### src/rtl/issue_pkg.sv
// Shared widths, types and entry formats for the Tomasulo issue stage.
// Modules import this package in their bodies and use scoped names in their ports.
`default_nettype none

package issue_pkg;

    localparam int XLEN      = 32;
    localparam int REG_IDX_W = 5;
    localparam int ROB_DEPTH = 8;
    localparam int TAG_W     = 3;  // Tag 0 means the value is present

    typedef logic [XLEN-1:0]      word_t;
    typedef logic [REG_IDX_W-1:0] reg_idx_t;
    typedef logic [TAG_W-1:0]     tag_t;

    // Dropped opcodes are listed so decode can recognise and refuse them
    typedef enum logic [6:0] {
        op_lui   = 7'b0110111,
        op_auipc = 7'b0010111,
        op_jal   = 7'b1101111,
        op_jalr  = 7'b1100111,
        op_br    = 7'b1100011,
        op_load  = 7'b0000011,
        op_store = 7'b0100011,
        op_imm   = 7'b0010011,
        op_reg   = 7'b0110011
    } opcode_t;

    // Slots 2 and 3 (slt, sltu in funct3) carry sra and sub instead
    typedef enum logic [2:0] {
        alu_add = 3'b000,
        alu_sll = 3'b001,
        alu_sra = 3'b010,
        alu_sub = 3'b011,
        alu_xor = 3'b100,
        alu_srl = 3'b101,
        alu_or  = 3'b110,
        alu_and = 3'b111
    } alu_op_t;

    typedef enum logic [2:0] {
        cmp_beq  = 3'b000,
        cmp_bne  = 3'b001,
        cmp_blt  = 3'b100,
        cmp_bge  = 3'b101,
        cmp_bltu = 3'b110,
        cmp_bgeu = 3'b111
    } cmp_op_t;

    typedef enum logic {REG, BR} rob_op_t;

    typedef enum logic [1:0] {UNIT_NONE, UNIT_ALU, UNIT_CMP} unit_t;

    typedef enum logic [1:0] {SRC_A_RS1, SRC_A_PC, SRC_A_ZERO} src_a_t;

    // Head of the instruction queue
    typedef struct packed {
        word_t pc;
        word_t inst;
        logic  br_pred;
    } fetch_pkt_t;

    typedef struct packed {
        tag_t  qj;
        tag_t  qk;
        word_t vj;
        word_t vk;
    } reg_src_t;

    typedef struct packed {
        logic [ROB_DEPTH-1:0]  ready;
        word_t [ROB_DEPTH-1:0] vals;
        tag_t                  free_tag;  // 0 when the ROB is full
    } rob_status_t;

    typedef struct packed {
        word_t v;
        tag_t  q;
    } operand_t;

    typedef struct packed {
        unit_t    unit;
        alu_op_t  alu_op;
        cmp_op_t  cmp_op;
        logic     is_br;
        src_a_t   src_a;
        logic     use_imm_b;
        logic     writes_rd;
        reg_idx_t rd;
        word_t    imm;
        word_t    b_imm;
    } decode_t;

    typedef struct packed {
        word_t   vj;
        word_t   vk;
        tag_t    qj;
        tag_t    qk;
        alu_op_t alu_op;
        tag_t    dest;
    } alu_rs_entry_t;

    typedef struct packed {
        logic    is_br;
        word_t   vj;
        word_t   vk;
        tag_t    qj;
        tag_t    qk;
        cmp_op_t cmp_op;
        tag_t    dest;
        word_t   pc;
        word_t   b_imm;
        logic    br_pred;
    } cmp_rs_entry_t;

    typedef struct packed {
        rob_op_t  op;
        reg_idx_t dest;
    } rob_entry_t;

endpackage

`default_nettype wire

### src/rtl/inst_decode.sv
// Combinational RV32I decode for the issue stage: register indices, immediates
// and the unit and operation the instruction is routed to.
`timescale 1ns/1ps
`default_nettype none

module inst_decode (
    input  issue_pkg::word_t    i_inst,
    output issue_pkg::reg_idx_t o_rs1,
    output issue_pkg::reg_idx_t o_rs2,
    output issue_pkg::decode_t  o_dec
);
    import issue_pkg::*;

    opcode_t  opcode;
    logic [2:0] funct3;
    logic     funct7_5;
    reg_idx_t rd;
    word_t    i_imm;
    word_t    b_imm;
    word_t    u_imm;

    assign opcode   = opcode_t'(i_inst[6:0]);
    assign funct3   = i_inst[14:12];
    assign funct7_5 = i_inst[30];
    assign rd       = i_inst[11:7];
    assign o_rs1    = i_inst[19:15];
    assign o_rs2    = i_inst[24:20];

    assign i_imm = {{20{i_inst[31]}}, i_inst[31:20]};
    assign b_imm = {{20{i_inst[31]}}, i_inst[7], i_inst[30:25], i_inst[11:8], 1'b0};
    assign u_imm = {i_inst[31:12], 12'h000};

    always_comb begin
        o_dec.unit      = UNIT_NONE;
        o_dec.alu_op    = alu_add;
        o_dec.cmp_op    = cmp_beq;
        o_dec.is_br     = 1'b0;
        o_dec.src_a     = SRC_A_RS1;
        o_dec.use_imm_b = 1'b0;
        o_dec.writes_rd = 1'b0;
        o_dec.rd        = rd;
        o_dec.imm       = i_imm;
        o_dec.b_imm     = b_imm;

        case (opcode)
            op_imm, op_reg: begin
                o_dec.writes_rd = 1'b1;
                o_dec.use_imm_b = (opcode == op_imm);
                case (funct3)
                    3'b010: begin  // SLT(I) as a compare
                        o_dec.unit   = UNIT_CMP;
                        o_dec.cmp_op = cmp_blt;
                    end
                    3'b011: begin
                        o_dec.unit   = UNIT_CMP;
                        o_dec.cmp_op = cmp_bltu;
                    end
                    3'b000: begin
                        o_dec.unit   = UNIT_ALU;
                        // ADDI has no funct7, its bit 30 is immediate
                        o_dec.alu_op = (opcode == op_reg && funct7_5) ? alu_sub : alu_add;
                    end
                    3'b101: begin
                        o_dec.unit   = UNIT_ALU;
                        o_dec.alu_op = funct7_5 ? alu_sra : alu_srl;
                    end
                    default: begin
                        o_dec.unit   = UNIT_ALU;
                        o_dec.alu_op = alu_op_t'(funct3);  // sll, xor, or, and line up
                    end
                endcase
            end

            op_lui: begin
                o_dec.unit      = UNIT_ALU;
                o_dec.writes_rd = 1'b1;
                o_dec.src_a     = SRC_A_ZERO;
                o_dec.use_imm_b = 1'b1;
                o_dec.imm       = u_imm;
            end

            op_auipc: begin
                o_dec.unit      = UNIT_ALU;
                o_dec.writes_rd = 1'b1;
                o_dec.src_a     = SRC_A_PC;  // PC + U immediate
                o_dec.use_imm_b = 1'b1;
                o_dec.imm       = u_imm;
            end

            op_br: begin
                // funct3 010 and 011 are not branches
                if (funct3[2:1] != 2'b01) begin
                    o_dec.unit   = UNIT_CMP;
                    o_dec.cmp_op = cmp_op_t'(funct3);
                    o_dec.is_br  = 1'b1;
                end
            end

            // Loads, stores and jumps are not issued by this stage
            default: o_dec.unit = UNIT_NONE;
        endcase

        if (o_dec.writes_rd && rd == '0) begin
            o_dec.unit = UNIT_NONE;  // Result to x0 is dropped
        end
    end

endmodule

`default_nettype wire

### src/rtl/issue_ctrl.sv
// Issue decision for one decoded instruction: queue shift, rename strobes, and
// the registered reservation-station and ROB entries one cycle later.
`timescale 1ns/1ps
`default_nettype none

module issue_ctrl (
    input  logic                     clk,
    input  logic                     rst,
    input  logic                     i_valid,
    input  issue_pkg::fetch_pkt_t    i_fetch,
    input  issue_pkg::decode_t       i_dec,
    input  issue_pkg::operand_t      i_op_j,
    input  issue_pkg::operand_t      i_op_k,
    input  issue_pkg::tag_t          i_free_tag,
    input  logic                     i_alu_ready,
    input  logic                     i_cmp_ready,
    output logic                     o_shift,
    output logic                     o_load_tag,
    output issue_pkg::tag_t          o_tag,
    output issue_pkg::reg_idx_t      o_rd,
    output logic                     o_rob_valid,
    output issue_pkg::rob_entry_t    o_rob,
    output logic                     o_alu_valid,
    output issue_pkg::alu_rs_entry_t o_alu,
    output logic                     o_cmp_valid,
    output issue_pkg::cmp_rs_entry_t o_cmp
);
    import issue_pkg::*;

    logic          unit_ready;
    logic          issue;
    operand_t      op_a;
    operand_t      op_b;
    alu_rs_entry_t alu_next;
    cmp_rs_entry_t cmp_next;
    rob_entry_t    rob_next;

    always_comb begin
        case (i_dec.unit)
            UNIT_ALU: unit_ready = i_alu_ready;
            UNIT_CMP: unit_ready = i_cmp_ready;
            default:  unit_ready = 1'b0;
        endcase
    end

    assign issue = i_valid && (i_dec.unit != UNIT_NONE) && (i_free_tag != '0) && unit_ready;

    // Queue pop and register rename happen in the decision cycle
    assign o_shift    = issue;
    assign o_load_tag = issue && i_dec.writes_rd;
    assign o_tag      = o_load_tag ? i_free_tag : '0;
    assign o_rd       = o_load_tag ? i_dec.rd : '0;

    always_comb begin
        case (i_dec.src_a)
            SRC_A_PC:   op_a = '{v: i_fetch.pc, q: '0};
            SRC_A_ZERO: op_a = '0;
            default:    op_a = i_op_j;
        endcase
        op_b = i_dec.use_imm_b ? '{v: i_dec.imm, q: '0} : i_op_k;
    end

    always_comb begin
        alu_next.vj     = op_a.v;
        alu_next.vk     = op_b.v;
        alu_next.qj     = op_a.q;
        alu_next.qk     = op_b.q;
        alu_next.alu_op = i_dec.alu_op;
        alu_next.dest   = i_free_tag;

        cmp_next.is_br   = i_dec.is_br;
        cmp_next.vj      = op_a.v;
        cmp_next.vk      = op_b.v;
        cmp_next.qj      = op_a.q;
        cmp_next.qk      = op_b.q;
        cmp_next.cmp_op  = i_dec.cmp_op;
        cmp_next.dest    = i_free_tag;
        cmp_next.pc      = i_fetch.pc;  // Only meaningful for branches
        cmp_next.b_imm   = i_dec.b_imm;
        cmp_next.br_pred = i_fetch.br_pred;

        rob_next.op   = i_dec.is_br ? BR : REG;
        rob_next.dest = i_dec.is_br ? '0 : i_dec.rd;
    end

    always_ff @(posedge clk) begin
        if (rst) begin
            o_alu_valid <= 1'b0;
            o_cmp_valid <= 1'b0;
            o_rob_valid <= 1'b0;
        end else begin
            o_alu_valid <= issue && (i_dec.unit == UNIT_ALU);
            o_cmp_valid <= issue && (i_dec.unit == UNIT_CMP);
            o_rob_valid <= issue;
        end
    end

    always_ff @(posedge clk) begin
        if (issue) begin
            o_rob <= rob_next;
        end
        if (issue && i_dec.unit == UNIT_ALU) begin
            o_alu <= alu_next;
        end
        if (issue && i_dec.unit == UNIT_CMP) begin
            o_cmp <= cmp_next;
        end
    end

    // Only one station takes an instruction per cycle
    assert property (@(posedge clk) disable iff (rst)
        !(o_alu_valid && o_cmp_valid))
        else $error("both station pulses high in one cycle");

    // A renamed register must get a REG entry in the ROB next cycle
    assert property (@(posedge clk) disable iff (rst)
        o_load_tag |-> o_shift ##1 (o_rob_valid && o_rob.op == REG))
        else $error("rename without a matching REG ROB entry");

endmodule

`default_nettype wire

### src/rtl/issue_stage.sv
// Issue stage top: decodes the instruction queue head, resolves operands and
// issues to the ALU or compare reservation station with a new ROB entry.
`timescale 1ns/1ps
`default_nettype none

module issue_stage (
    input  logic                     clk,
    input  logic                     rst,
    // Instruction queue
    input  logic                     i_valid,
    input  issue_pkg::fetch_pkt_t    i_fetch,
    output logic                     o_shift,
    // Register file
    output issue_pkg::reg_idx_t      o_rs1,
    output issue_pkg::reg_idx_t      o_rs2,
    input  issue_pkg::reg_src_t      i_reg_src,
    output logic                     o_load_tag,
    output issue_pkg::tag_t          o_tag,
    output issue_pkg::reg_idx_t      o_rd,
    // ROB
    input  issue_pkg::rob_status_t   i_rob,
    output logic                     o_rob_valid,
    output issue_pkg::rob_entry_t    o_rob,
    // Reservation stations
    input  logic                     i_alu_ready,
    output logic                     o_alu_valid,
    output issue_pkg::alu_rs_entry_t o_alu,
    input  logic                     i_cmp_ready,
    output logic                     o_cmp_valid,
    output issue_pkg::cmp_rs_entry_t o_cmp
);
    import issue_pkg::*;

    decode_t  dec;
    operand_t op_j;
    operand_t op_k;

    inst_decode inst_decode_i (
        .i_inst (i_fetch.inst),
        .o_rs1  (o_rs1),
        .o_rs2  (o_rs2),
        .o_dec  (dec)
    );

    operand_forward operand_forward_i (
        .i_reg_src (i_reg_src),
        .i_rob     (i_rob),
        .o_op_j    (op_j),
        .o_op_k    (op_k)
    );

    issue_ctrl issue_ctrl_i (
        .clk         (clk),
        .rst         (rst),
        .i_valid     (i_valid),
        .i_fetch     (i_fetch),
        .i_dec       (dec),
        .i_op_j      (op_j),
        .i_op_k      (op_k),
        .i_free_tag  (i_rob.free_tag),
        .i_alu_ready (i_alu_ready),
        .i_cmp_ready (i_cmp_ready),
        .o_shift     (o_shift),
        .o_load_tag  (o_load_tag),
        .o_tag       (o_tag),
        .o_rd        (o_rd),
        .o_rob_valid (o_rob_valid),
        .o_rob       (o_rob),
        .o_alu_valid (o_alu_valid),
        .o_alu       (o_alu),
        .o_cmp_valid (o_cmp_valid),
        .o_cmp       (o_cmp)
    );

endmodule

`default_nettype wire

### src/rtl/operand_forward.sv
// Resolves the register-file source operands against ready ROB results.
// Purely combinational, sits between the register file read and issue control.
`timescale 1ns/1ps
`default_nettype none

module operand_forward (
    input  issue_pkg::reg_src_t    i_reg_src,
    input  issue_pkg::rob_status_t i_rob,
    output issue_pkg::operand_t    o_op_j,
    output issue_pkg::operand_t    o_op_k
);
    import issue_pkg::*;

    function automatic operand_t resolve(input tag_t q, input word_t v, input rob_status_t rob);
        operand_t res;
        if (q != '0 && rob.ready[q]) begin
            res.v = rob.vals[q];  // Result already in the ROB
            res.q = '0;
        end else begin
            res.v = v;
            res.q = q;
        end
        return res;
    endfunction

    assign o_op_j = resolve(i_reg_src.qj, i_reg_src.vj, i_rob);
    assign o_op_k = resolve(i_reg_src.qk, i_reg_src.vk, i_rob);

    // A tag that survives must be the register file's own and still pending in the ROB
    always_comb begin
        assert final ((o_op_j.q == '0 || o_op_j.q == i_reg_src.qj) &&
                      (o_op_j.q == '0 || !i_rob.ready[o_op_j.q]))
            else $error("operand j kept a tag that is not pending");
        assert final ((o_op_k.q == '0 || o_op_k.q == i_reg_src.qk) &&
                      (o_op_k.q == '0 || !i_rob.ready[o_op_k.q]))
            else $error("operand k kept a tag that is not pending");
    end

endmodule

`default_nettype wire

### config.mk
export PLATFORM = sky130hd
export DESIGN_NAME = issue_stage
export DESIGN_NICKNAME = d
export VERILOG_FILES = /design/src/rtl/issue_pkg.sv /design/src/rtl/inst_decode.sv /design/src/rtl/issue_ctrl.sv /design/src/rtl/issue_stage.sv /design/src/rtl/operand_forward.sv
export SDC_FILE = /design/constraint.sdc
export NUM_CORES = 1
export LEC_CHECK = 0
export BUFFER_PORTS_ARGS = -buffer_cell sky130_fd_sc_hd__buf_2
export CORE_AREA = 2 2 253 255
export DETAILED_ROUTE_END_ITERATION = 10
export DIE_AREA = 0 0 255 257
export PLACE_DENSITY_LB_ADDON = 0.3
export SYNTH_ARGS = -nofsm -noshare
export SYNTH_HDL_FRONTEND = slang
export SYNTH_SLANG_ARGS = --single-unit
### constraint.sdc
create_clock -name clk -period 6.7 [get_ports clk]
set_clock_uncertainty 0.15 [all_clocks]
set_input_delay 1.005 -clock clk [delete_from_list [all_inputs] [get_ports clk]]
set_output_delay 1.005 -clock clk [all_outputs]
set_load 0.02 [all_outputs]
==> results_dict.tcl <==
set metrics [dict create \
    setup_tns_ns 0 \
    dp.cells 2192 \
    fmax_mhz 188.1 \
    grt_antenna_before_repair 15 \
    slew_headroom_pct 25.07 \
    wirelength_um 56970 \
    ant_nets 0 \
    grt_max_degree 75 \
    final_common_cell "buf_2" \
    synth_area_um2 12100 \
    crit_path_frequent_cell "buf_2" \
    nNetsFinal 1786 \
    path_class "in -> out" \
    place_area_um2 16050 \
    h-tree-depth 1 \
    crit_path_top_delay_cell "ha_2" \
    seqCellArea_um2 6186 \
    p_int_mw 2.642 \
    worst-path-buf-inv 3 \
    final_util_pct 26.98 \
    critPathTopFamily "simple AND/OR/NAND/NOR gates" \
    cts_buffers 26 \
    hold_slack_ns 0.4547 \
    core-area_um2 62740 \
    leakage_nw 6.762 \
    drt_iter0_drc 779 \
    portBuffers 651 \
    critical_path_arrival_ns 4.16 \
    gp_congestion 0.8662 \
    synth_seq_cells 207 \
    cts_num_sinks 207 \
    setup_violations 0 \
    drive_above_1_share_pct 60.96 \
    drv_slew 0 \
    pwr-share-seq_pct 40.7 \
    post-route-period-util_pct 79.35 \
    mostFrequentLayoutCells "646 x buf_2, 204 x edfxtp_1, 130 x mux4_2, 68 x mux2i_1, 42 x nand2_1" \
    switchingPower_uw 919.5 \
    syn2layout_area_growth_pct 39.94 \
    clock_path_buffers 3 \
    synth_cells 780 \
    fin_area_um2 16930 \
    hold_viol_final 0 \
    grt_pass1_vias 10610 \
    cp_max_fo 25 \
    fill_cells 6573 \
    p_total_mw 3.561 \
    cp.required_ns 5.54 \
    crit_path_start_kind "input pin" \
    power_frac_comb_pct 17.7 \
    via_per_inst 4.592 \
    avgSynthCellArea_um2 15.51 \
    power_density_nw_per_um2 210.4 \
    holdBufCountCts 0 \
    preCtsSetupSlack_ns 1.405 \
    cap_violations 0 \
    rsz0062_at_grt "no" \
    crit_chain "buf_2 > nand2b_1 > nor3_1 > nand2_1 > or2_2 > ha_2 > o21ai_0 > nor2b_1 > ha_1 > nor4_1 > buf_4 > a21boi_2 > and2_1 > buf_2" \
    num_vias 10290 \
    root_buffer "clkbuf_16" \
    cts_tree "done" \
    grt_overflow 0 \
    drc 0 \
    ys_seq_area_share_pct 51.14 \
    initial_core_util_pct 19.28 \
    hpwl_um 45080 \
    status "completed" \
    io_pins 654 \
    clk_pin_slew_worst_paths_ns 0.06 \
    ys.warnings.count 0 \
    grt_pass1_wl_um 76240 \
    switching_share_pct 25.82 \
    postCtsSetupBuffers 0 \
    multiInputGateArea_um2 5250 \
    vdd_drop_max_uv 173.1 \
    synth.distinct_cells 48 \
    die_h_um 257 \
    ctsResizeCount 0 \
    final.min_clock_period_ns 5.317 \
    endpoint_kind "primary output" \
    die_w_um 255 \
    wl_per_cell_um 25.43 \
    die-area_um2 65540 \
    hold_class "in -> reg" \
    fin_ws_ns 1.383 \
    slowest_delay_ns 0.37 \
    tightestPinTransition_ns 1.124 \
    synthesis.nets 1192 \
    first_pass_iters 7 \
    rows 92 \
    clkPwrFrac_pct 41.5 \
    grt_usage_pct 16.45 \
    final_cell_count_no_fill 2240 \
]
[area by class of cell]
cell class,instances,area share [%]
Sequential cell,207,36.55
Multi-Input combinational cell,437,31.02
Timing Repair Buffer,668,20.22
Tap cell,846,6.254
Clock buffer,32,3.977
Clock inverter,13,1.183
Inverter,34,0.7540
Antenna cell,3,0.04435
[cells in the mapped netlist (all sizes together)]
library cell  count  area share [%]
a2111oi           1           0.072
a21boi            1           0.093
a21oi             8            0.33
a221oi            1           0.072
a222oi           31             2.6
a22oi             1           0.062
a32oi            11            0.80
and2             15            0.78
and2b             4            0.25
and3              2            0.10
buf              65             3.5
clkbuf           37             1.1
conb              1           0.031
dfxtp             3            0.50
edfxtp          204              51
ha                5            0.52
inv              34             1.1
mux2              1           0.093
mux2i            68             5.6
mux4            130              24
nand2            42             1.3
nand2b           26             1.4
nand3            23            0.95
nand3b            1           0.062
nand4b            1           0.072
nand4bb           1           0.093
nor2              5            0.16
nor2b             6            0.37
nor3              2           0.083
nor3b             1           0.062
nor4              3            0.16
nor4b             1           0.072
o2111ai          19             1.4
o211ai            1           0.062
o21a              1           0.062
o21ai            15            0.62
o221a             1           0.093
o311a             1           0.083
o31a              2            0.14
o31ai             1           0.062
or2               1           0.052
or4               2            0.12
or4b              1           0.083
[state kept, by name, summed over array words and instances (netlist names)]
name	cells
issue_ctrl_i.o_alu	76
issue_ctrl_i.o_alu_valid	1
issue_ctrl_i.o_cmp	122
issue_ctrl_i.o_cmp_valid	1
issue_ctrl_i.o_rob	6
issue_ctrl_i.o_rob_valid	1
[metal layers]
layer	global-route usage [%]	part of all wire, %
met5	0	0.067
met4	5.279	3.0
met3	3.854	8.5
met2	28.77	50
met1	19.77	38
[path summary, 6_finish.rpt]
path / from / end / slack (ns) / cells past startpoint
worst min-delay path: i_fetch[0] / issue_ctrl_i.o_cmp[0]$_DFFE_PP_ / 0.45 / 1
worst max-delay path: i_fetch[7] / o_rd[2] / 1.38 / 14
[cells by family after synthesis]
logic type      after synthesis  synth area share (%)
flops                       207                 51.14
mux                         199                 29.93
simple gates                137                 6.176
buf+inv                     136                 5.710
compound gates               95                 6.496
fa+ha+maj                     5                0.5172
other cells                   1               0.03100
[power by group through the flow]
stage	logic [mW]	clock network (mW)	registers (mW)
2_1_floorplan	0.341	0	1.48
3_3_place_gp	0.633	0	1.48
3_5_place_dp	0.644	0	1.48
4_1_cts	0.644	1.52	1.45
5_1_grt	0.679	1.56	1.45
6_report	0.632	1.48	1.45
(Power assumes the default switching activity.)
